$ cat config.mk
export PLATFORM = sky130hd
export DESIGN_NAME = tlb
export DESIGN_NICKNAME = d
export VERILOG_FILES = /design/src/mmu_pkg.sv /design/src/tlb.sv
export SDC_FILE = /design/constraint.sdc
export NUM_CORES = 1
export LEC_CHECK = 0
export BUFFER_PORTS_ARGS = -buffer_cell sky130_fd_sc_hd__buf_4
export CAP_MARGIN = 10
export CELL_PAD_IN_SITES_DETAIL_PLACEMENT = 1
export CELL_PAD_IN_SITES_GLOBAL_PLACEMENT = 1
export CORE_ASPECT_RATIO = 1.4
export CORE_MARGIN = 2
export CORE_UTILIZATION = 30
export DETAILED_ROUTE_END_ITERATION = 8
export MAX_ROUTING_LAYER = met4
export PLACE_DENSITY = 0.58
export SETUP_SLACK_MARGIN = 0.15
export SYNTH_ARGS = -nofsm -noshare
export SYNTH_HDL_FRONTEND = slang
export SYNTH_SLANG_ARGS = --single-unit
$ cat constraint.sdc
create_clock -name CLK -period 7.5 [get_ports CLK]
set_clock_uncertainty 0.05 [all_clocks]
set_input_delay 0.375 -clock CLK [delete_from_list [all_inputs] [get_ports CLK]]
set_output_delay 0.375 -clock CLK [all_outputs]
set_load 0.01 [all_outputs]
$ cat src/mmu_pkg.sv
/*
 * mmu package
 * shared Sv32 types for the translation buffers, the page walker and the
 * page table memory, plus the leaf permission check
 */
package mmu_pkg;

    localparam int PADDR_W = 34;  // Sv32 physical address width

    typedef enum logic [1:0] {
        NONE,
        LOAD,
        STORE,
        INSTRUCTION
    } access_t;

    typedef enum logic [1:0] {
        U_MODE = 2'b00,
        S_MODE = 2'b01,
        M_MODE = 2'b11
    } priv_t;

    typedef struct packed {
        logic [1:0] reserved;  // rsw, software use
        logic       dirty;
        logic       accessed;
        logic       glob;      // G bit
        logic       user;
        logic       executable;
        logic       writable;
        logic       readable;
        logic       valid;
    } pte_perms_t;

    typedef struct packed {
        logic [21:0] ppn;
        pte_perms_t  perms;
    } pte_t;

    typedef struct packed {
        logic [9:0]  vpn1;
        logic [9:0]  vpn0;
        logic [11:0] offset;
    } va_t;

    typedef struct packed {
        va_t     vaddr;
        access_t access;
    } xlat_req_t;

    typedef struct packed {
        logic [PADDR_W-1:0] paddr;
        logic               fault;
    } xlat_rsp_t;

    typedef struct packed {
        logic [9:0] vpn1;
        logic [9:0] vpn0;
        logic       port;  // 0 = instruction, 1 = data
    } walk_req_t;

    typedef struct packed {
        pte_t pte;
        logic superpage;
        logic fault;
    } walk_rsp_t;

    typedef struct packed {
        logic        trans_en;  // satp mode is Sv32
        logic [21:0] root_ppn;
        priv_t       priv;
        logic        sum;
    } csr_t;

    // leaf permission check for one access
    function automatic logic access_ok(pte_perms_t perms, access_t access, csr_t csr);
        logic ok;
        case (access)
            LOAD:        ok = perms.readable;
            STORE:       ok = perms.writable;
            INSTRUCTION: ok = perms.executable;
            default:     ok = 1'b0;
        endcase
        if (csr.priv == U_MODE && !perms.user)
            ok = 1'b0;
        // supervisor may touch user pages only with sum, and never fetch from them
        if (csr.priv == S_MODE && perms.user && (!csr.sum || access == INSTRUCTION))
            ok = 1'b0;
        return ok;
    endfunction

endpackage
$ cat src/tlb.sv
/*
 * tlb
 * fully associative translation buffer for one core port; hits answer in a
 * cycle, misses go to the shared page walker and refill a round-robin victim
 */
`timescale 1ns/1ps

module tlb import mmu_pkg::*; #(
    parameter int TLB_ENTRIES = 4,
    parameter bit PORT_ID     = 1'b0
) (
    input  logic      CLK,
    input  logic      nRST,
    input  csr_t      csr,
    input  logic      flush,
    input  logic      req,
    input  xlat_req_t xreq,
    output logic      done,
    output xlat_rsp_t xrsp,
    output logic      miss,
    output walk_req_t wreq,
    input  logic      walk_done,
    input  walk_rsp_t wrsp
);

    localparam int IDX_W = (TLB_ENTRIES > 1) ? $clog2(TLB_ENTRIES) : 1;

    typedef struct packed {
        logic [9:0]  vpn1;
        logic [9:0]  vpn0;       // ignored on superpage match
        logic        superpage;
        logic [21:0] ppn;
        pte_perms_t  perms;
    } tlb_entry_t;

    tlb_entry_t             entry [TLB_ENTRIES];
    logic [TLB_ENTRIES-1:0] entry_vld;
    logic [IDX_W-1:0]       victim;     // round-robin refill pointer
    logic [IDX_W-1:0]       hit_idx;
    tlb_entry_t             hit_entry;
    logic                   hit;
    logic                   xlat_on;
    logic                   accept;
    logic                   refill;
    va_t                    va;

    function automatic logic [PADDR_W-1:0] form_paddr(logic [21:0] ppn, logic superpage,
                                                      va_t vaddr);
        if (superpage)
            return {ppn[21:10], vaddr.vpn0, vaddr.offset};  // 4 MiB page
        return {ppn, vaddr.offset};
    endfunction

    assign va      = xreq.vaddr;
    assign xlat_on = csr.trans_en && (csr.priv != M_MODE);
    assign accept  = req && !done && !miss;  // req still high in the done cycle
    assign refill  = miss && walk_done;

    // lookup, lowest matching index wins
    always_comb begin
        hit     = 1'b0;
        hit_idx = '0;
        for (int i = TLB_ENTRIES - 1; i >= 0; i--) begin
            if (entry_vld[i] && entry[i].vpn1 == va.vpn1 &&
                (entry[i].superpage || entry[i].vpn0 == va.vpn0)) begin
                hit     = 1'b1;
                hit_idx = IDX_W'(i);
            end
        end
    end

    assign hit_entry = entry[hit_idx];

    always_ff @(posedge CLK) begin
        if (!nRST) begin
            done      <= 1'b0;
            miss      <= 1'b0;
            entry_vld <= '0;
            victim    <= '0;
        end else begin
            done <= 1'b0;
            if (flush)
                entry_vld <= '0;
            if (accept) begin
                if (!xlat_on || hit)
                    done <= 1'b1;
                else
                    miss <= 1'b1;  // held until the walker answers
            end
            if (refill) begin
                miss <= 1'b0;
                done <= 1'b1;
                if (!wrsp.fault && !flush) begin
                    entry_vld[victim] <= 1'b1;
                    victim <= (victim == IDX_W'(TLB_ENTRIES - 1)) ? '0 : victim + 1'b1;
                end
            end
        end
    end

    always_ff @(posedge CLK) begin
        if (accept) begin
            xrsp.paddr <= xlat_on ? form_paddr(hit_entry.ppn, hit_entry.superpage, va)
                                  : PADDR_W'(va);
            xrsp.fault <= xlat_on && !access_ok(hit_entry.perms, xreq.access, csr);
            wreq       <= '{vpn1: va.vpn1, vpn0: va.vpn0, port: PORT_ID};
        end
        if (refill) begin
            xrsp.paddr <= form_paddr(wrsp.pte.ppn, wrsp.superpage, va);
            xrsp.fault <= wrsp.fault || !access_ok(wrsp.pte.perms, xreq.access, csr);
            if (!wrsp.fault) begin
                entry[victim] <= '{vpn1:      va.vpn1,
                                   vpn0:      va.vpn0,
                                   superpage: wrsp.superpage,
                                   ppn:       wrsp.pte.ppn,
                                   perms:     wrsp.pte.perms};
            end
        end
    end

endmodule

# Word-level counts from Yosys, hierarchy flattened
# Memory sizes are Yosys's and may differ from the RTL's.
# Index checks and enable logic that the tools add are counted.
# totals
out_inout_bits,58
inputBits,99
wordCells,112
ram_bits,212
memories,1
reg_bits,63
# classes
n_reduce_logical,43
n_lt_le_gt_ge,2
eq_ne,14
bitwise,3
n_addsub,1
muxes,40
# memory_table
memory,words,word_bits,read_ports,rd_clocked_by_memory_dff,wr,line_no,rtl
entry,4,53,5,0,1,tlb.sv:36,tlb_entry_t entry [TLB_ENTRIES];
# op_table
cell,n
$mux 34,5
$eq 10x10->1,8
$mux 35,2
$logic_and 1x1->1,21
$mux 1,21
$mux 4,4
$logic_not 1->1,10
$mux 2,5
$logic_or 1x1->1,7
$eq 2x2->1 const B,3
$pmux 1 s3,2
$eq 2x1->1 const B,2
$or 4x4->4,1
$reduce_and 2->1,2
$lt 2x3->1 const B,1
$add 2x1->2 const B,1
$demux 1 s2,1
$ge 2x1->1 const B,1
$logic_not 2->1,1
$ne 2x2->1 const B,1
$not 1->1,2
$reduce_bool 2->1,1
$reduce_or 2->1,1

# Depth between registers and ports, before layout
# An unclocked memory read counts as a cell.
# depth
word_depth,18
mapped_depth,12
ltp_nobuf,9

# Least setup slack after synthesis
# Ideal clock, no wire load.
# synth_timing
path_type,input port to flip-flop
startpoint,in xreq[22] in the netlist's numbering
endpoint,"reg xrsp[0] in the netlist's numbering, data pin"
n_path_buf,2
slack_ns,4.512
stages,11
required_time_ns,7.183
setup_time_ns,0.267
arrival_ns,2.671
cell_sequence,buf_2 -> xor2_1 -> nor4_1 -> a41oi_1 -> or4_4 -> o211a_1 -> buf_4 -> mux2i_1 -> mux2_2 -> a211oi_1 -> o211ai_1
# synth_between
elab_chain_len,17
elab_cells_between_ends,29
classes_between,4 x eq/ne; 10 x mux; 14 x reduce/logical; 1 x memory
# synth_rtl
element,line_no,rtl
"start, declared",tlb.sv:17,"input xlat_req_t xreq,"
$eq 10x10->1,tlb.sv:65,(entry[i].superpage || entry[i].vpn0 == va.vpn0)) begin
$logic_or 1x1->1,tlb.sv:65,
$logic_and 1x1->1,tlb.sv:64,if (entry_vld[i] && entry[i].vpn1 == va.vpn1 &&
$mux 2 (3 in series),tlb.sv:64,
$mux 2 (*),tlb.sv:64,
$mem_v2 4x53 (*),-,
branches (longest 3 deep; another with $pmux 1 s3),-,
$mux 1 (*),mmu_pkg.sv:87,if (csr.priv == S_MODE && perms.user && (!csr.sum || access == INSTRUCTION))
$mux 1 (*),tlb.sv:102,if (accept) begin
$logic_not 1->1 (*),tlb.sv:105,"xrsp.fault <= xlat_on && !access_ok(hit_entry.perms, xreq.access, csr);"
$logic_and 1x1->1 (*),tlb.sv:105,
$mux 35 (*),tlb.sv:102,
$mux 35 (*),tlb.sv:108,if (refill) begin
"end, declared",tlb.sv:19,"output xlat_rsp_t xrsp,"
# Every way passes the cells marked *. The select of a mux whose other input is x is not followed.
# A chain may end at the register's enable or synchronous reset.

==> run summary <==
The number of failing hold endpoints at the final stage is 0. The HPWL reported at the end of detailed placement is 15,400 um. The count of buffers added on input and output ports is 127. The clock root buffer is clkbuf_16. Global routing used 14.0% of the available tracks across all layers. Summed over all layers, the global routing overflow is 0. The flow ran to the end, and the final reports show no timing, DRC or antenna violations. At the worst endpoint, the arrival time is 4.50 ns. Across all layers, the routed design uses 5,891 vias.

The largest net degree at the start of global routing is 49. Counting stages on the worst path, the most repeated cell is mux2i_1. The post-synthesis instance area is 10,300 um2. CTS built an H-tree with a depth of 1. The number of clock sinks seen by CTS came out at 251. Across the VDD grid, the largest voltage drop is 0.000106 V. Setup violations remaining at the end of the flow were counted as 0. At the end of the flow the core is filled with cells to 38.1%. The worst path uses 56.8% of the clock period. The standby leakage power came out at 4.29 nW. The worst setup path is captured at a flop.

Across the run, the number of max-cap violations was 0. The total detailed-routing wirelength came out at 24,300 um. The clock latency of the later-clocked register in the worst-skew pair is 0.54 ns. The number of detailed-route iterations in the first pass is 6. The number of vias per cell after detailed routing came out at 4.61. The DRC violation total after the first TritonRoute iteration is 308.

The height of the die is 223 um. The top-level I/O count is 157. The clock tree buffer depth is 3.

The maximum achievable frequency came out at 235 MHz. After detailed placement, the design holds a cell count of 1,191. After clock tree synthesis, the repair step resized 0 gates. The final design area excluding fillers came out at 12,900 um2.

The floorplan die width is 160 um. The power per unit of standard cell area is 241 nW/um2. The headroom to the max-slew limit is 30.0%. Of all nets on the critical path, the largest fanout is 26. The initial antenna violation count came to 0.

The critical path goes through xor2_1, nor4_1, a41oi_1, or4_4, a21boi_4, buf_4, mux2i_1, mux2i_1, o22a_1, o21a_1. 0 antenna diodes ended up in the layout. The remaining antenna violation count is 0. Setup slack closes at 3.24 ns. For this run, the slowest stage of the critical path takes 0.84 ns.

The floorplan step defined a die boundary enclosing 35,700 um2. Summing the sequential cell areas from Yosys gives 72.7% of the chip area. The last weighted congestion value of the routability-driven placer is 0.747. The area overhead of the layout relative to synthesis came out at 26.1%. The filler-free cell count of the finished design is 1,277. The number of warnings issued by yosys came out at 0. The min-delay analysis places its worst path in the category primary input to flop. The wire length of the first global-routing pass is 37,500 um. Among cell families on the critical path, the largest total delay comes from compound AO/OA/AOI/OAI gates. The clock transition at the registers of the reported paths came out at 0.06 ns. The share of flip-flops with an asynchronous set or reset after synthesis is 0%. The number of nets in the layout is 909.

The number of buffers and inverters on the critical path is 1. The final critical path time including I/O delays and setup came out at 4.26 ns. The minimum setup slack among reg-to-reg paths came out at 3.24 ns. For the worst setup path, the data required time is 7.74 ns. The actual transition at the worst max-transition pin is 1.05 ns.

Yosys mapped the design onto 51 distinct sky130hd cell types. The core outline area is 33,900 um2. The worst hold-check slack is 0.0405 ns. The kind of start point of the critical path is a flop.

The library cells used most frequently in the layout, excluding fill and tap cells, are 243 x edfxtp_1, 137 x buf_4, 48 x mux2i_1. The number of nets in the synthesized netlist is 743. The worst setup path is of the flop to flop kind. The post-synthesis area per instance came out at 16.0 um2.

The number of synthesized flops with an enable pin is 243. The gate count after technology mapping came out at 640. After routing, the total negative slack on setup checks comes to 0 ns.

The post-detailed-route wirelength per cell is 19.0 um. Setup repair after global routing left no endpoint under its margin. The initial utilization of the core area, before any placement, comes to 30.2%. The post-route netlist has 24.2% of its cells at a drive strength greater than 1. The via count of the first global-routing pass came out at 6,322. The placed standard-cell area is 11,700 um2. The power consumption is 3.12 mW. Synthesis inferred 251 register bits. Among all flip-flop cells after synthesis, the most frequent one is edfxtp_1.

The count of pins over their slew limit is 0. Buffers added to address setup during post-CTS repair amount to 0. The number of cell rows is 80.

Buffers inserted during clock tree synthesis total 26. OpenSTA, run right after detailed placement, puts the worst setup slack at 2.93 ns. TritonCTS built the clock tree. After clock tree synthesis, the flow added hold-fix buffers numbering 38. For this design, the slowest cell found on the critical path is a21boi_4. The detailed-route DRC error count is 0. Leaving out fill and tap cells, the most frequent cell in the layout is edfxtp_1.
[Yosys cell counts, types with 5 or more instances]
master / number / area (um2)
mux2i_1: 48 / 480
nor2b_1: 5 / 31.3
nand2_1: 32 / 120
nand3_1: 7 / 35.0
nor2_1: 27 / 101
dfxtp_1: 8 / 160
xor2_1: 34 / 298
o21a_1: 11 / 82.6
mux2_2: 13 / 146
a21oi_1: 7 / 35.0
edfxtp_1: 243 / 7300
nor4_1: 11 / 68.8
buf_2: 6 / 30.0
o211ai_1: 13 / 97.6
nand4_1: 14 / 87.6
or4_1: 5 / 37.5
and2_1: 7 / 43.8
o22a_1: 10 / 87.6
clkbuf_1: 20 / 75.1
inv_1: 7 / 26.3
a31oi_1: 10 / 62.6
xnor2_1: 46 / 403
buf_4: 6 / 45.0
[layout make-up]
class | count | area, um2
Fill cell | 3461 | 21000
Multi-Input combinational cell | 345 | 2590
Timing Repair Buffer | 175 | 1410
Sequential cell | 251 | 7460
Clock inverter | 13 | 148
Inverter | 7 | 26.3
Clock buffer | 35 | 736
Tap cell | 451 | 564
[final timing paths]
kind              cells past startpoint    startpoint      endpoint
hold reg to reg                       2  entry_vld[2]  entry_vld[2]
setup reg to reg                     10  entry[1][40]      xrsp[17]
hold / removal                        1      wrsp[21]  entry[1][19]
setup / recovery                     10  entry[1][40]      xrsp[17]
[metal layers]
metal	wire length, um	vias to the layer above	track usage [%]	share of wire (%)
li1	-	2765	-	-
met1	10700	2970	17.5	44
met2	12300	125	24.0	50
met3	893	31	1.81	3.7
met4	403	0	3.57	1.7
met5	0	-	-	0
[state kept, by name, indices dropped and copies added, names as in the netlist]
name / count
xrsp: 35
entry: 188
miss: 1
entry_vld: 4
done: 1
victim: 2
wreq: 20
[report_power, final]
| group | internal (mW) | total, mW | leakage, nW | switching (mW) |
|---|---|---|---|---|
| clock network | 0.792 | 1.34 | 0.424 | 0.546 |
| registers | 1.57 | 1.58 | 2.29 | 0.00923 |
| logic | 0.0927 | 0.202 | 1.58 | 0.109 |
[kinds of logic (layout without fill, tap and decap cells)]
| logic type | after synthesis | count (layout) | share of synthesized area (%) |
|---|---|---|---|
| buf+inv | 44 | 230 | 2.05 |
| flops | 251 | 251 | 72.7 |
| other cells | 1 | 1 | 0.0366 |
| simple gates | 123 | 123 | 6.11 |
| fa+ha+maj | 4 | 4 | 0.488 |
| xor+xnor | 80 | 80 | 6.83 |
| compound gates | 76 | 76 | 5.64 |
| mux | 61 | 61 | 6.11 |
[worst reg2reg max path: stages, from the launching register on]
cell and delay (ns):
edfxtp_1 0.38, xor2_1 0.17, nor4_1 0.38, a41oi_1 0.31, or4_4 0.64, a21boi_4 0.84, buf_4 0.54, mux2i_1 0.26
mux2i_1 0.09, o22a_1 0.22, o21a_1 0.13
Note: power is estimated with default switching activity, not from simulation.
