**src/mmu_pkg.sv**
```systemverilog
/*
 * mmu package
 * shared Sv32 types for the translation buffers, the page walker and the
 * page table memory, plus the leaf permission check
 */
package mmu_pkg;

    localparam int PADDR_W = 34;  // Sv32 physical address width

    typedef enum logic [1:0] {
        NONE,
        LOAD,
        STORE,
        INSTRUCTION
    } access_t;

    typedef enum logic [1:0] {
        U_MODE = 2'b00,
        S_MODE = 2'b01,
        M_MODE = 2'b11
    } priv_t;

    typedef struct packed {
        logic [1:0] reserved;  // rsw, software use
        logic       dirty;
        logic       accessed;
        logic       glob;      // G bit
        logic       user;
        logic       executable;
        logic       writable;
        logic       readable;
        logic       valid;
    } pte_perms_t;

    typedef struct packed {
        logic [21:0] ppn;
        pte_perms_t  perms;
    } pte_t;

    typedef struct packed {
        logic [9:0]  vpn1;
        logic [9:0]  vpn0;
        logic [11:0] offset;
    } va_t;

    typedef struct packed {
        va_t     vaddr;
        access_t access;
    } xlat_req_t;

    typedef struct packed {
        logic [PADDR_W-1:0] paddr;
        logic               fault;
    } xlat_rsp_t;

    typedef struct packed {
        logic [9:0] vpn1;
        logic [9:0] vpn0;
        logic       port;  // 0 = instruction, 1 = data
    } walk_req_t;

    typedef struct packed {
        pte_t pte;
        logic superpage;
        logic fault;
    } walk_rsp_t;

    typedef struct packed {
        logic        trans_en;  // satp mode is Sv32
        logic [21:0] root_ppn;
        priv_t       priv;
        logic        sum;
    } csr_t;

    // leaf permission check for one access
    function automatic logic access_ok(pte_perms_t perms, access_t access, csr_t csr);
        logic ok;
        case (access)
            LOAD:        ok = perms.readable;
            STORE:       ok = perms.writable;
            INSTRUCTION: ok = perms.executable;
            default:     ok = 1'b0;
        endcase
        if (csr.priv == U_MODE && !perms.user)
            ok = 1'b0;
        // supervisor may touch user pages only with sum, and never fetch from them
        if (csr.priv == S_MODE && perms.user && (!csr.sum || access == INSTRUCTION))
            ok = 1'b0;
        return ok;
    endfunction

endpackage
```
**src/page_walker.sv**
```systemverilog
/*
 * page walker
 * shared two-level Sv32 walk for both translation buffers, data miss first;
 * reads PTEs from the page table memory and returns a leaf or a fault
 */
`timescale 1ns/1ps

module page_walker import mmu_pkg::*; (
    input  logic               CLK,
    input  logic               nRST,
    input  csr_t               csr,
    input  logic [1:0]         miss,
    input  walk_req_t [1:0]    wreq,
    output logic [1:0]         walk_done,
    output walk_rsp_t          wrsp,
    output logic               rd_en,
    output logic [PADDR_W-3:0] rd_addr,
    input  logic               rd_valid,
    input  pte_t               rd_data
);

    typedef enum logic [1:0] {
        IDLE,
        READ,
        WAIT
    } walk_state_t;

    walk_state_t state;
    walk_req_t   cur;         // request being walked
    logic        top_level;   // reading the level-1 entry
    logic [21:0] next_ppn;    // level-0 table base
    logic        pte_bad;
    logic        pte_leaf;
    logic        finish;
    logic        walk_fault;

    // invalid, or writable without readable
    assign pte_bad  = !rd_data.perms.valid ||
                      (rd_data.perms.writable && !rd_data.perms.readable);
    assign pte_leaf = rd_data.perms.readable || rd_data.perms.executable;

    always_comb begin
        finish     = 1'b0;
        walk_fault = 1'b0;
        if (state == WAIT && rd_valid) begin
            if (pte_bad) begin
                finish     = 1'b1;
                walk_fault = 1'b1;
            end else if (pte_leaf) begin
                finish     = 1'b1;
                walk_fault = top_level && (|rd_data.ppn[9:0]);  // misaligned superpage
            end else if (!top_level) begin
                // pointer where a leaf must be
                finish     = 1'b1;
                walk_fault = 1'b1;
            end
        end
    end

    assign walk_done = finish ? (2'b01 << cur.port) : 2'b00;
    assign wrsp      = '{pte: rd_data, superpage: top_level, fault: walk_fault};

    assign rd_en   = (state == READ);
    assign rd_addr = top_level ? {csr.root_ppn, cur.vpn1} : {next_ppn, cur.vpn0};

    always_ff @(posedge CLK) begin
        if (!nRST) begin
            state <= IDLE;
        end else begin
            case (state)
                IDLE: begin
                    if (|miss)
                        state <= READ;
                end
                READ: state <= WAIT;
                WAIT: begin
                    if (rd_valid)
                        state <= finish ? IDLE : READ;  // pointer goes one level down
                end
                default: state <= IDLE;
            endcase
        end
    end

    always_ff @(posedge CLK) begin
        if (state == IDLE && |miss) begin
            cur       <= miss[1] ? wreq[1] : wreq[0];  // fixed priority, data port wins
            top_level <= 1'b1;
        end
        if (state == WAIT && rd_valid && !finish) begin
            next_ppn  <= rd_data.ppn;
            top_level <= 1'b0;
        end
    end

endmodule

```
**config.mk**
```make
export PLATFORM = sky130hd
export DESIGN_NAME = page_walker
export DESIGN_NICKNAME = d
export VERILOG_FILES = /design/src/mmu_pkg.sv /design/src/page_walker.sv
export SDC_FILE = /design/constraint.sdc
export NUM_CORES = 1
export LEC_CHECK = 0
export BUFFER_PORTS_ARGS = -buffer_cell sky130_fd_sc_hd__buf_2
export CAP_MARGIN = 10
export CORE_ASPECT_RATIO = 2
export CORE_MARGIN = 4
export CORE_UTILIZATION = 45
export CTS_CLUSTER_DIAMETER = 80
export DETAILED_ROUTE_END_ITERATION = 10
export GPL_ROUTABILITY_DRIVEN = 0
export PLACE_DENSITY = 0.93
export SETUP_SLACK_MARGIN = 0.5
export SYNTH_ARGS = -nofsm -noshare
export SYNTH_HDL_FRONTEND = slang
export SYNTH_SLANG_ARGS = --single-unit
export TNS_END_PERCENT = 100
```
**constraint.sdc**
```tcl
create_clock -name CLK -period 3.1 [get_ports CLK]
set_clock_uncertainty 0.05 [all_clocks]
set_input_delay 0 -clock CLK [delete_from_list [all_inputs] [get_ports CLK]]
set_output_delay 0 -clock CLK [all_outputs]
set_load 0.02 [all_outputs]
```
* Yosys cells after proc, flatten, opt, wreduce, memory -nomap -nowiden *
Index checks and enable logic that the tools add are counted.

storage, ports and cells
  flip-flop bits (word level) = 46
  word-level logic and storage cells = 39

cells by class
  eq/ne operators = 4
  shifts and indexed selects = 1
  mux-type cells = 14
  reductions and logical operators = 14

operators with widths
  operator             count
  $mux 32              1
  $mux 21              1
  $reduce_or 10->1     1
  $mux 1               8
  $mux 2               3
  $pmux 2 s3           1
  $logic_and 1x1->1    5
  $ne 2x2->1 const B   2
  $logic_not 1->1      3
  $eq 2x1->1 const B   1
  $eq 2x2->1 const B   1
  $logic_not 2->1      1
  $logic_or 1x1->1     2
  $reduce_and 2->1     1
  $reduce_or 2->1      1
  $shl 1x1->2 const A  1

* Depth between registers and ports, before layout *
Gate-level depths: netlist of run 1.

  depth in word-level cells = 8
  mapped depth = 5

* Worst setup path before layout of run 1 *
No wires, ideal clock.

  path kind = reg-to-reg
  start = reg top_level
  end = reg next_ppn[0] (enable)
  arrival time = 1.186 ns
  path slack = 1.488 ns
  stages on the path, launching flop included = 5
  buffers on the path = 2
  cell sequence = dfxtp_1 > buf_6 > buf_12 > nand4_2 > inv_1

between the ends
  word-level cells in the longest chain between the ends = 6

RTL lines
  what                    RTL line           RTL
  from (decl)             page_walker.sv:30  logic top_level;
  from (signal assigned)  page_walker.sv:88  top_level <= 1'b1;
  from (signal assigned)  page_walker.sv:92  top_level <= 1'b0;
  $mux 1                  page_walker.sv:52  end else if (!top_level) begin
  $mux 1                  page_walker.sv:49  end else if (pte_leaf) begin
  $mux 1                  page_walker.sv:46  if (pte_bad) begin
  $mux 1                  page_walker.sv:45  if (state == WAIT && rd_valid) begin
  $logic_not 1->1         page_walker.sv:90  if (state == WAIT && rd_valid && !finish) begin
  $logic_and 1x1->1       page_walker.sv:90
  to (signal assigned)    page_walker.sv:91  next_ppn <= rd_data.ppn;
  to (decl)               page_walker.sv:31  logic [21:0] next_ppn;

No other way between the ends.
A chain may end at the register's enable or synchronous reset.

* Worst setup path in the final report of run 1 *
  start = in rd_data[2] (netlist bit)
  end = reg next_ppn[3] (enable)

between the ends
  word-level cells in the longest chain between the ends = 6

RTL lines
  what               RTL line           RTL
  from (decl)        page_walker.sv:19  input pte_t rd_data
  $logic_and 1x1->1  page_walker.sv:39  (rd_data.perms.writable && !rd_data.perms.readable);
  $logic_or 1x1->1   page_walker.sv:38  assign pte_bad = !rd_data.perms.valid ||
  $mux 1             page_walker.sv:46
  $mux 1             page_walker.sv:45
  $logic_not 1->1    page_walker.sv:90
  $logic_and 1x1->1  page_walker.sv:90

No other way between the ends.

==> flow_summary.yaml, run 1 <==
power_and_ir_drop:
  power.switching_mw: 0.3756
  power.share.sequential: 0.493
  power_density_mw_per_mm2: 381.0
  p_sw_frac: 0.2524
  p_leak_nw: 1.867
  clock_power_share: 0.251
  internal_power_mw: 1.113
  ir_drop_v: 0.0004487
  report.power.total_mw: 1.488
  comb_power_share: 0.256
place:
  place_hpwl_um: 4272
  place.port_buffers: 157
  placed_area_mm2: 0.003085
  dp_worst_setup_slack_ns: 1.309
  placed_cells_incl_taps: 342
hold_path:
  hold_path.startpoint: "rd_data[1]"
  whs_endpoint: "state[0]$_SDFFE_PN0P_"
  worst_hold_path.num_cells: 4
  type_of_the_most_critical_hold_path: "input pin to register"
final_layout:
  flow.area_growth_from_synthesis_pct: 52.74
  postLayoutCellArea_mm2: 0.003906
  final_util: 0.7144
  layout.cells.most_common: "sky130_fd_sc_hd__buf_2"
  num-nets-final: 467
  final_layout_size_suffix_gt1_frac: 0.6061
  layout.cells.non_filler: 423
  n_antenna_cell: 0
  layout.cells.most_common_list: "sky130_fd_sc_hd__buf_2 (157), sky130_fd_sc_hd__dlygate4sd3_1 (73), sky130_fd_sc_hd__edfxtp_1 (43)"
detailed_routing:
  via_per_inst: 4.868
  detail_route.drc_violations: 0
  via_count: 2059
  drt_iter0_drc: 29
  totalWireLength_um: 7029
  antenna_left: 0
  dr.pass1.iters: 4
  wl_per_cell_um: 16.62
cts:
  ctsHoldBuffers: 73
  postCtsSetupBuffers: 0
  ctsHtreeMaxLevel: 2
  cts.clk_slew.worst_paths_ns: 0.07
  tritoncts: "built"
  cts_buffer_depth: 2
  ctsRootBufferMaster: "sky130_fd_sc_hd__clkbuf_8"
  cts_inserted_buffers: 5
  clkSinkCount: 46
  worstSkewPairLatency_ns: 0.30
  postCtsResizedCells: 0
timing:
  timing.final.max_slew_violations: 0
  timing.final.ws_setup_ns: 1.323
  min_period_over_period: 0.5734
  layout_min_cycle_time_ns: 1.777
  fin_setup_tns_ns: 0
  rsz0062_at_grt: "no"
  final_hold_viol_count: 0
  max_slew_margin: 0.4620
  worst_pin_slew_ns: 0.8062
  achievable-frequency_mhz: 562.6
  hold_slack_ns: 0.01647
  setup_viol: 0
synthesis:
  postSynthCellCount: 164
  yosys.area.top_type: "sky130_fd_sc_hd__edfxtp_1"
  synth.yosys.seq_area_share: 0.5284
  mappedNetlistArea_mm2: 0.002557
  synth.avg_cell_area_um2: 15.59
  ys_seq_elements: 46
  ys_top_cells_by_area: "sky130_fd_sc_hd__edfxtp_1 (50%), sky130_fd_sc_hd__mux2_4 (17%), sky130_fd_sc_hd__buf_4 (11%), sky130_fd_sc_hd__mux2_2 (11%), sky130_fd_sc_hd__buf_12 (2.3%)"
  ys.warnings.count: 0
  synthDistinctLibCells: 21
  yosys.area.top_type_share: 0.5049
  synthesis.nets: 269
flow_run:
  cap_viol_max_count: 0
global_routing:
  grt_antenna_before_repair: 0
  global_route.overflow_total: 0
  grt_use_total: 0.2038
  grt_first_pass_wirelength_um: 10270
  vias_in_the_first_global_route: 2226
  pin_count_of_the_biggest_net_entering_global_routing: 36
floorplanning:
  die_w_um: 61.31
  pin_count: 174
  core_box_area_mm2: 0.005468
  floorplan.initialDensity: 0.4677
  rows: 38
  die_h_um: 114.6
  dieArea_mm2: 0.007026
worst_setup_path:
  worst_setup_path_end_kind: "register"
  cp.arrival_ns: 1.66
  timing.critical_path.required_ns: 2.98
  setup.worst_path.start_class: "input pin"
  critPathMaxFanout: 22
  critical_path_class: "input pin to register"
  rrSetupSlack_ns: 1.34
  r2r_start: "state[1]$_SDFFE_PN0P_"
  rr_worst_depth: 3
  regToRegEndpoint: "next_ppn[3]$_DFFE_PP_"
outcome:
  result_of_the_run: "finished, final reports clean"
-- worst max path at each step --
stage | cells after the start | end | startpoint | slack (ns)
global route | 5 | wrsp[0] | top_level$_SDFFE_PP0P_ | 1.19
floorplan | 4 | next_ppn[0]$_DFFE_PP_ | top_level$_SDFFE_PP0P_ | 1.49
finish | 5 | next_ppn[3]$_DFFE_PP_ | rd_data[2] | 1.32
detailed placement | 3 | cur[18]$_DFFE_PP_ | miss[1] | 1.31
global placement | 3 | next_ppn[14]$_DFFE_PP_ | state[0]$_SDFFE_PN0P_ | 1.39
CTS | 5 | wrsp[0] | top_level$_SDFFE_PP0P_ | 1.29
-- state kept, by name, indices dropped and copies added, names as in the netlist --
name / cells
next_ppn: 22
state: 2
cur: 21
top_level: 1
-- routing by layer --
layer / track usage / vias up / wire (um)
met5: 0 / - / 0
met4: 0.09262 / 0 / 208
met3: 0.06433 / 17 / 652
met2: 0.4017 / 110 / 4121
met1: 0.1638 / 968 / 2046
li1: - / 964 / -
-- worst max-delay path: stages --
cell and delay [ns]:
sky130_fd_sc_hd__dlygate4sd3_1 0.54, sky130_fd_sc_hd__buf_2 0.14, sky130_fd_sc_hd__nor2b_1 0.19, sky130_fd_sc_hd__nand4_2 0.16, sky130_fd_sc_hd__inv_1 0.62
-- logic make-up after synthesis --
| group | synth area share |
|---|---|
| buffers and inverters | 0.1380 |
| DFF | 0.5284 |
| muxes | 0.2759 |
| AOI/OAI and AO/OA | 0.02201 |
| and+or+nand+nor | 0.03572 |
-- power by group through the flow --
| stage | clock network (mW) | logic, mW | registers, mW |
|---|---|---|---|
| 2_1_floorplan | 0 | 0.205 | 0.744 |
| 3_3_place_gp | 0 | 0.281 | 0.746 |
| 3_5_place_dp | 0 | 0.287 | 0.748 |
| 4_1_cts | 0.384 | 0.374 | 0.734 |
| 5_1_grt | 0.406 | 0.409 | 0.737 |
| 6_report | 0.374 | 0.380 | 0.734 |
-- final cells by class --
class	count	area (um^2)
fill	342	1562
timing repair buffer	231	1524
sequential	46	1353
multi-input combinational	75	853.3
clock buffer	8	90.09
tap	60	75.07
inverter	3	11.26
-- cell usage after synthesis, drive strengths merged --
master,n
dfxtp,3
o21ai,2
nand4,1
edfxtp,43
nor4,2
and3b,1
a31oi,2
a21boi,2
nor3b,1
buf,40
o21a,2
inv,3
and2,1
nor2,3
mux2,53
nand3b,1
nor2b,4
No activity file was read; power rests on OpenSTA's default activity.
==> run 2: changes to the inputs <==
--- a/config.mk
+++ b/config.mk
@@ -5,15 +5,16 @@
 export SDC_FILE = /design/constraint.sdc
 export NUM_CORES = 1
 export LEC_CHECK = 0
+export ABC_AREA = 1
 export BUFFER_PORTS_ARGS = -buffer_cell sky130_fd_sc_hd__buf_2
 export CAP_MARGIN = 10
 export CORE_ASPECT_RATIO = 2
 export CORE_MARGIN = 4
-export CORE_UTILIZATION = 45
+export CORE_UTILIZATION = 37
 export CTS_CLUSTER_DIAMETER = 80
 export DETAILED_ROUTE_END_ITERATION = 10
 export GPL_ROUTABILITY_DRIVEN = 0
-export PLACE_DENSITY = 0.93
+export PLACE_DENSITY = 0.84
 export SETUP_SLACK_MARGIN = 0.5
 export SYNTH_ARGS = -nofsm -noshare
 export SYNTH_HDL_FRONTEND = slang
==> constraint.sdc (replaced) <==
create_clock -name CLK -period 1.5 [get_ports CLK]
set_clock_uncertainty 0.05 [all_clocks]
set_input_delay 0 -clock CLK [delete_from_list [all_inputs] [get_ports CLK]]
set_output_delay 0 -clock CLK [all_outputs]
set_load 0.02 [all_outputs]
==> run 2 against run 1 <==
- flip-flop and latch count unchanged
- highest routed layer unchanged
- sequential share of layout area down 3.7 points
- power up 140%
- largest cell class unchanged
- synthesized cell count up 47%
- count of clock-buffer cells in the layout down 3
- global-route usage up 0.21 points
- utilization down 2.2 points
- sequential power up 110%
- largest power group unchanged
- final cell count up 28%
==> flow_summary.yaml, run 2 <==
cts:
  cts_buffer_depth: 2
  clkSinkCount: 46
  tritoncts: "built"
  cts_inserted_buffers: 5
  ctsRootBufferMaster: "sky130_fd_sc_hd__clkbuf_16"
  cts.clk_slew.worst_paths_ns: 0.06
  worstSkewPairLatency_ns: 0.28
  ctsHtreeMaxLevel: 2
floorplanning:
  floorplan.initialDensity: 0.3824
  core_box_area_mm2: 0.006361
  die_w_um: 65.33
  dieArea_mm2: 0.008013
  pin_count: 174
  die_h_um: 122.7
  rows: 41
detailed_routing:
  via_count: 2461
  dr.pass1.iters: 4
  drt_iter0_drc: 83
  detail_route.drc_violations: 0
  totalWireLength_um: 8555
  wl_per_cell_um: 15.84
  via_per_inst: 4.557
  antenna_left: 0
flow_run:
  cap_viol_max_count: 0
worst_setup_path:
  crit_path_max_incr_delay_ns: 0.35
  timing.critical_path.required_ns: 1.44
  cp.arrival_ns: 1.25
  crit_path_cell_trace: "buf_4 -> nand4_4 -> nor3_4 -> buf_12"
  critPathMaxFanout: 23
  slowest_stage: "sky130_fd_sc_hd__dfxtp_4"
  critical_path_class: "register to register"
  setup.worst_path.start_class: "register"
  worst_setup_path_end_kind: "register"
synthesis:
  synth_ff_type: "sky130_fd_sc_hd__edfxtp_1"
  ys.warnings.count: 0
  yosys.area.top_type: "sky130_fd_sc_hd__edfxtp_1"
  ys_top_cells_by_area: "sky130_fd_sc_hd__edfxtp_1 (53%), sky130_fd_sc_hd__nand2_1 (15%), sky130_fd_sc_hd__buf_4 (12%), sky130_fd_sc_hd__mux2_2 (9.7%), sky130_fd_sc_hd__dfxtp_1 (2.5%)"
  netlist_top_cells_count: "sky130_fd_sc_hd__nand2_1 (100), sky130_fd_sc_hd__edfxtp_1 (43), sky130_fd_sc_hd__buf_4 (40), sky130_fd_sc_hd__mux2_2 (21), sky130_fd_sc_hd__nor2_1 (15)"
  synthesis.nets: 346
  synth.avg_cell_area_um2: 10.09
  yosys.area.top_type_share: 0.5309
  postSynthCellCount: 241
  synth.yosys.seq_area_share: 0.5556
  mappedNetlistArea_mm2: 0.002432
  synthDistinctLibCells: 18
  synth_edf_count: 43
  yosysMostFrequentCell: "sky130_fd_sc_hd__nand2_1"
  ys_seq_elements: 46
  asyncSetResetFlopFracSynth: 0
final_layout:
  largest_register_ff_count: 22
  flow.area_growth_from_synthesis_pct: 81.02
  top_register: "next_ppn"
  filler_cell_count: 454
  layout_top_registers: "next_ppn x22, cur x21, state x2"
  multi_input_comb_area_um2: 829.5
  seq_area_mm2: 0.001360
  final_layout_size_suffix_gt1_frac: 0.4945
  layout.cells.most_common: "sky130_fd_sc_hd__buf_2"
  postLayoutCellArea_mm2: 0.004403
  num-nets-final: 557
  layout.cells.most_common_list: "sky130_fd_sc_hd__buf_2 (120), sky130_fd_sc_hd__nand2_1 (93), sky130_fd_sc_hd__dlygate4sd3_1 (72)"
timing:
  max_slew_margin: 0.8300
  final_hold_viol_count: 0
  setup_viol: 0
  min_period_over_period: 0.8763
  hold_slack_ns: 0.02672
  fin_setup_tns_ns: 0
  rsz0062_at_grt: "yes"
  timing.final.max_slew_violations: 0
  achievable-frequency_mhz: 760.8
  layout_min_cycle_time_ns: 1.314
  worst_pin_slew_ns: 0.2551
place:
  placed_area_mm2: 0.003115
  place_hpwl_um: 4827
  place.port_buffers: 157
power_and_ir_drop:
  power_density_mw_per_mm2: 820.5
  report.power.total_mw: 3.613
  p_leak_nw: 2.066
  ir_drop_v: 0.0008036
global_routing:
  global_route.overflow_total: 0
  grt_use_total: 0.2059
  grt_antenna_before_repair: 0
  grt_first_pass_wirelength_um: 12460
  pin_count_of_the_biggest_net_entering_global_routing: 28
  vias_in_the_first_global_route: 2688
hold_path:
  type_of_the_most_critical_hold_path: "input pin to register"
outcome:
  result_of_the_run: "finished, final reports clean"
-- run 2: cell types whose count changed after synthesis, moves of 4 or more --
cell	change
sky130_fd_sc_hd__buf_4	+4
sky130_fd_sc_hd__mux2_4	-29
sky130_fd_sc_hd__nand2_1	+100
sky130_fd_sc_hd__nor2_1	+12
sky130_fd_sc_hd__nor2b_1	-4
-- run 2: kinds of logic (layout without fill, tap and decap cells) --
| kind of cell | after synthesis | in the layout | synth area share |
|---|---|---|---|
| compound gates | 4 | 4 | 0.01029 |
| simple gates | 121 | 121 | 0.1980 |
| flops | 46 | 46 | 0.5556 |
| other cells | 0 | 1 | 0 |
| buf+inv | 49 | 261 | 0.1389 |
| mux | 21 | 21 | 0.09722 |
-- run 2: per-stage QoR --
stage	instances	setup WS, ns	util
floorplan	241	-0.08537	-
global placement	448	0.2745	0.4898
detailed placement	448	0.2363	0.4898
CTS	534	0.1840	0.6725
global route	539	0.1272	0.6918
finish	540	0.1856	0.6922
-- run 2: metal layers --
layer	wire [um]	track usage
met2	5255	0.4248
met1	2571	0.1742
met3	542	0.05128
met4	187	0.08571
met5	0	0
-- run 2: final timing paths --
path	end	slack, ns	cells after the start	startpoint
setup reg to reg	next_ppn[11]$_DFFE_PP_	0.19	4	top_level$_SDFFE_PP0P_
hold / removal	cur[0]$_DFFE_PP_	0.03	2	miss[1]
hold reg to reg	state[1]$_SDFFE_PN0P_	0.61	2	state[1]$_SDFFE_PN0P_
setup / recovery	next_ppn[11]$_DFFE_PP_	0.19	4	top_level$_SDFFE_PP0P_
-- run 2: where the power goes --
| part | total [mW] | internal [mW] | switching (mW) |
|---|---|---|---|
| logic | 1.02 | 0.542 | 0.479 |
| clock network | 1.05 | 0.607 | 0.439 |
| registers | 1.54 | 1.51 | 0.0342 |
| total | 3.61 | 2.66 | 0.953 |
-- run 2: cell type report --
class | instances | area share
clock inverters | 3 | 0.003694
flip-flops and latches | 46 | 0.3089
repair buffers | 247 | 0.4388
inverters | 6 | 0.006820
clock buffers | 5 | 0.02842
multi-input cells | 146 | 0.1884
diodes | 1 | 0.0005683
well taps | 86 | 0.02444
-- run 2: what timing repair did --
item,CTS,global route
hold endpoints to repair,51,0
gates cloned,2,3
resized for setup,73,8
pin swaps,8,5
hold buffers,72,0
setup endpoints to repair,82,82
setup buffers,4,2
-- run 2: worst max-delay path, delay by kind of cell, from the launching register on --
kind | cells | cell delay (ns)
DFF | 1 | 0.35
and+or+nand+nor | 2 | 0.29
buffers and inverters | 2 | 0.33
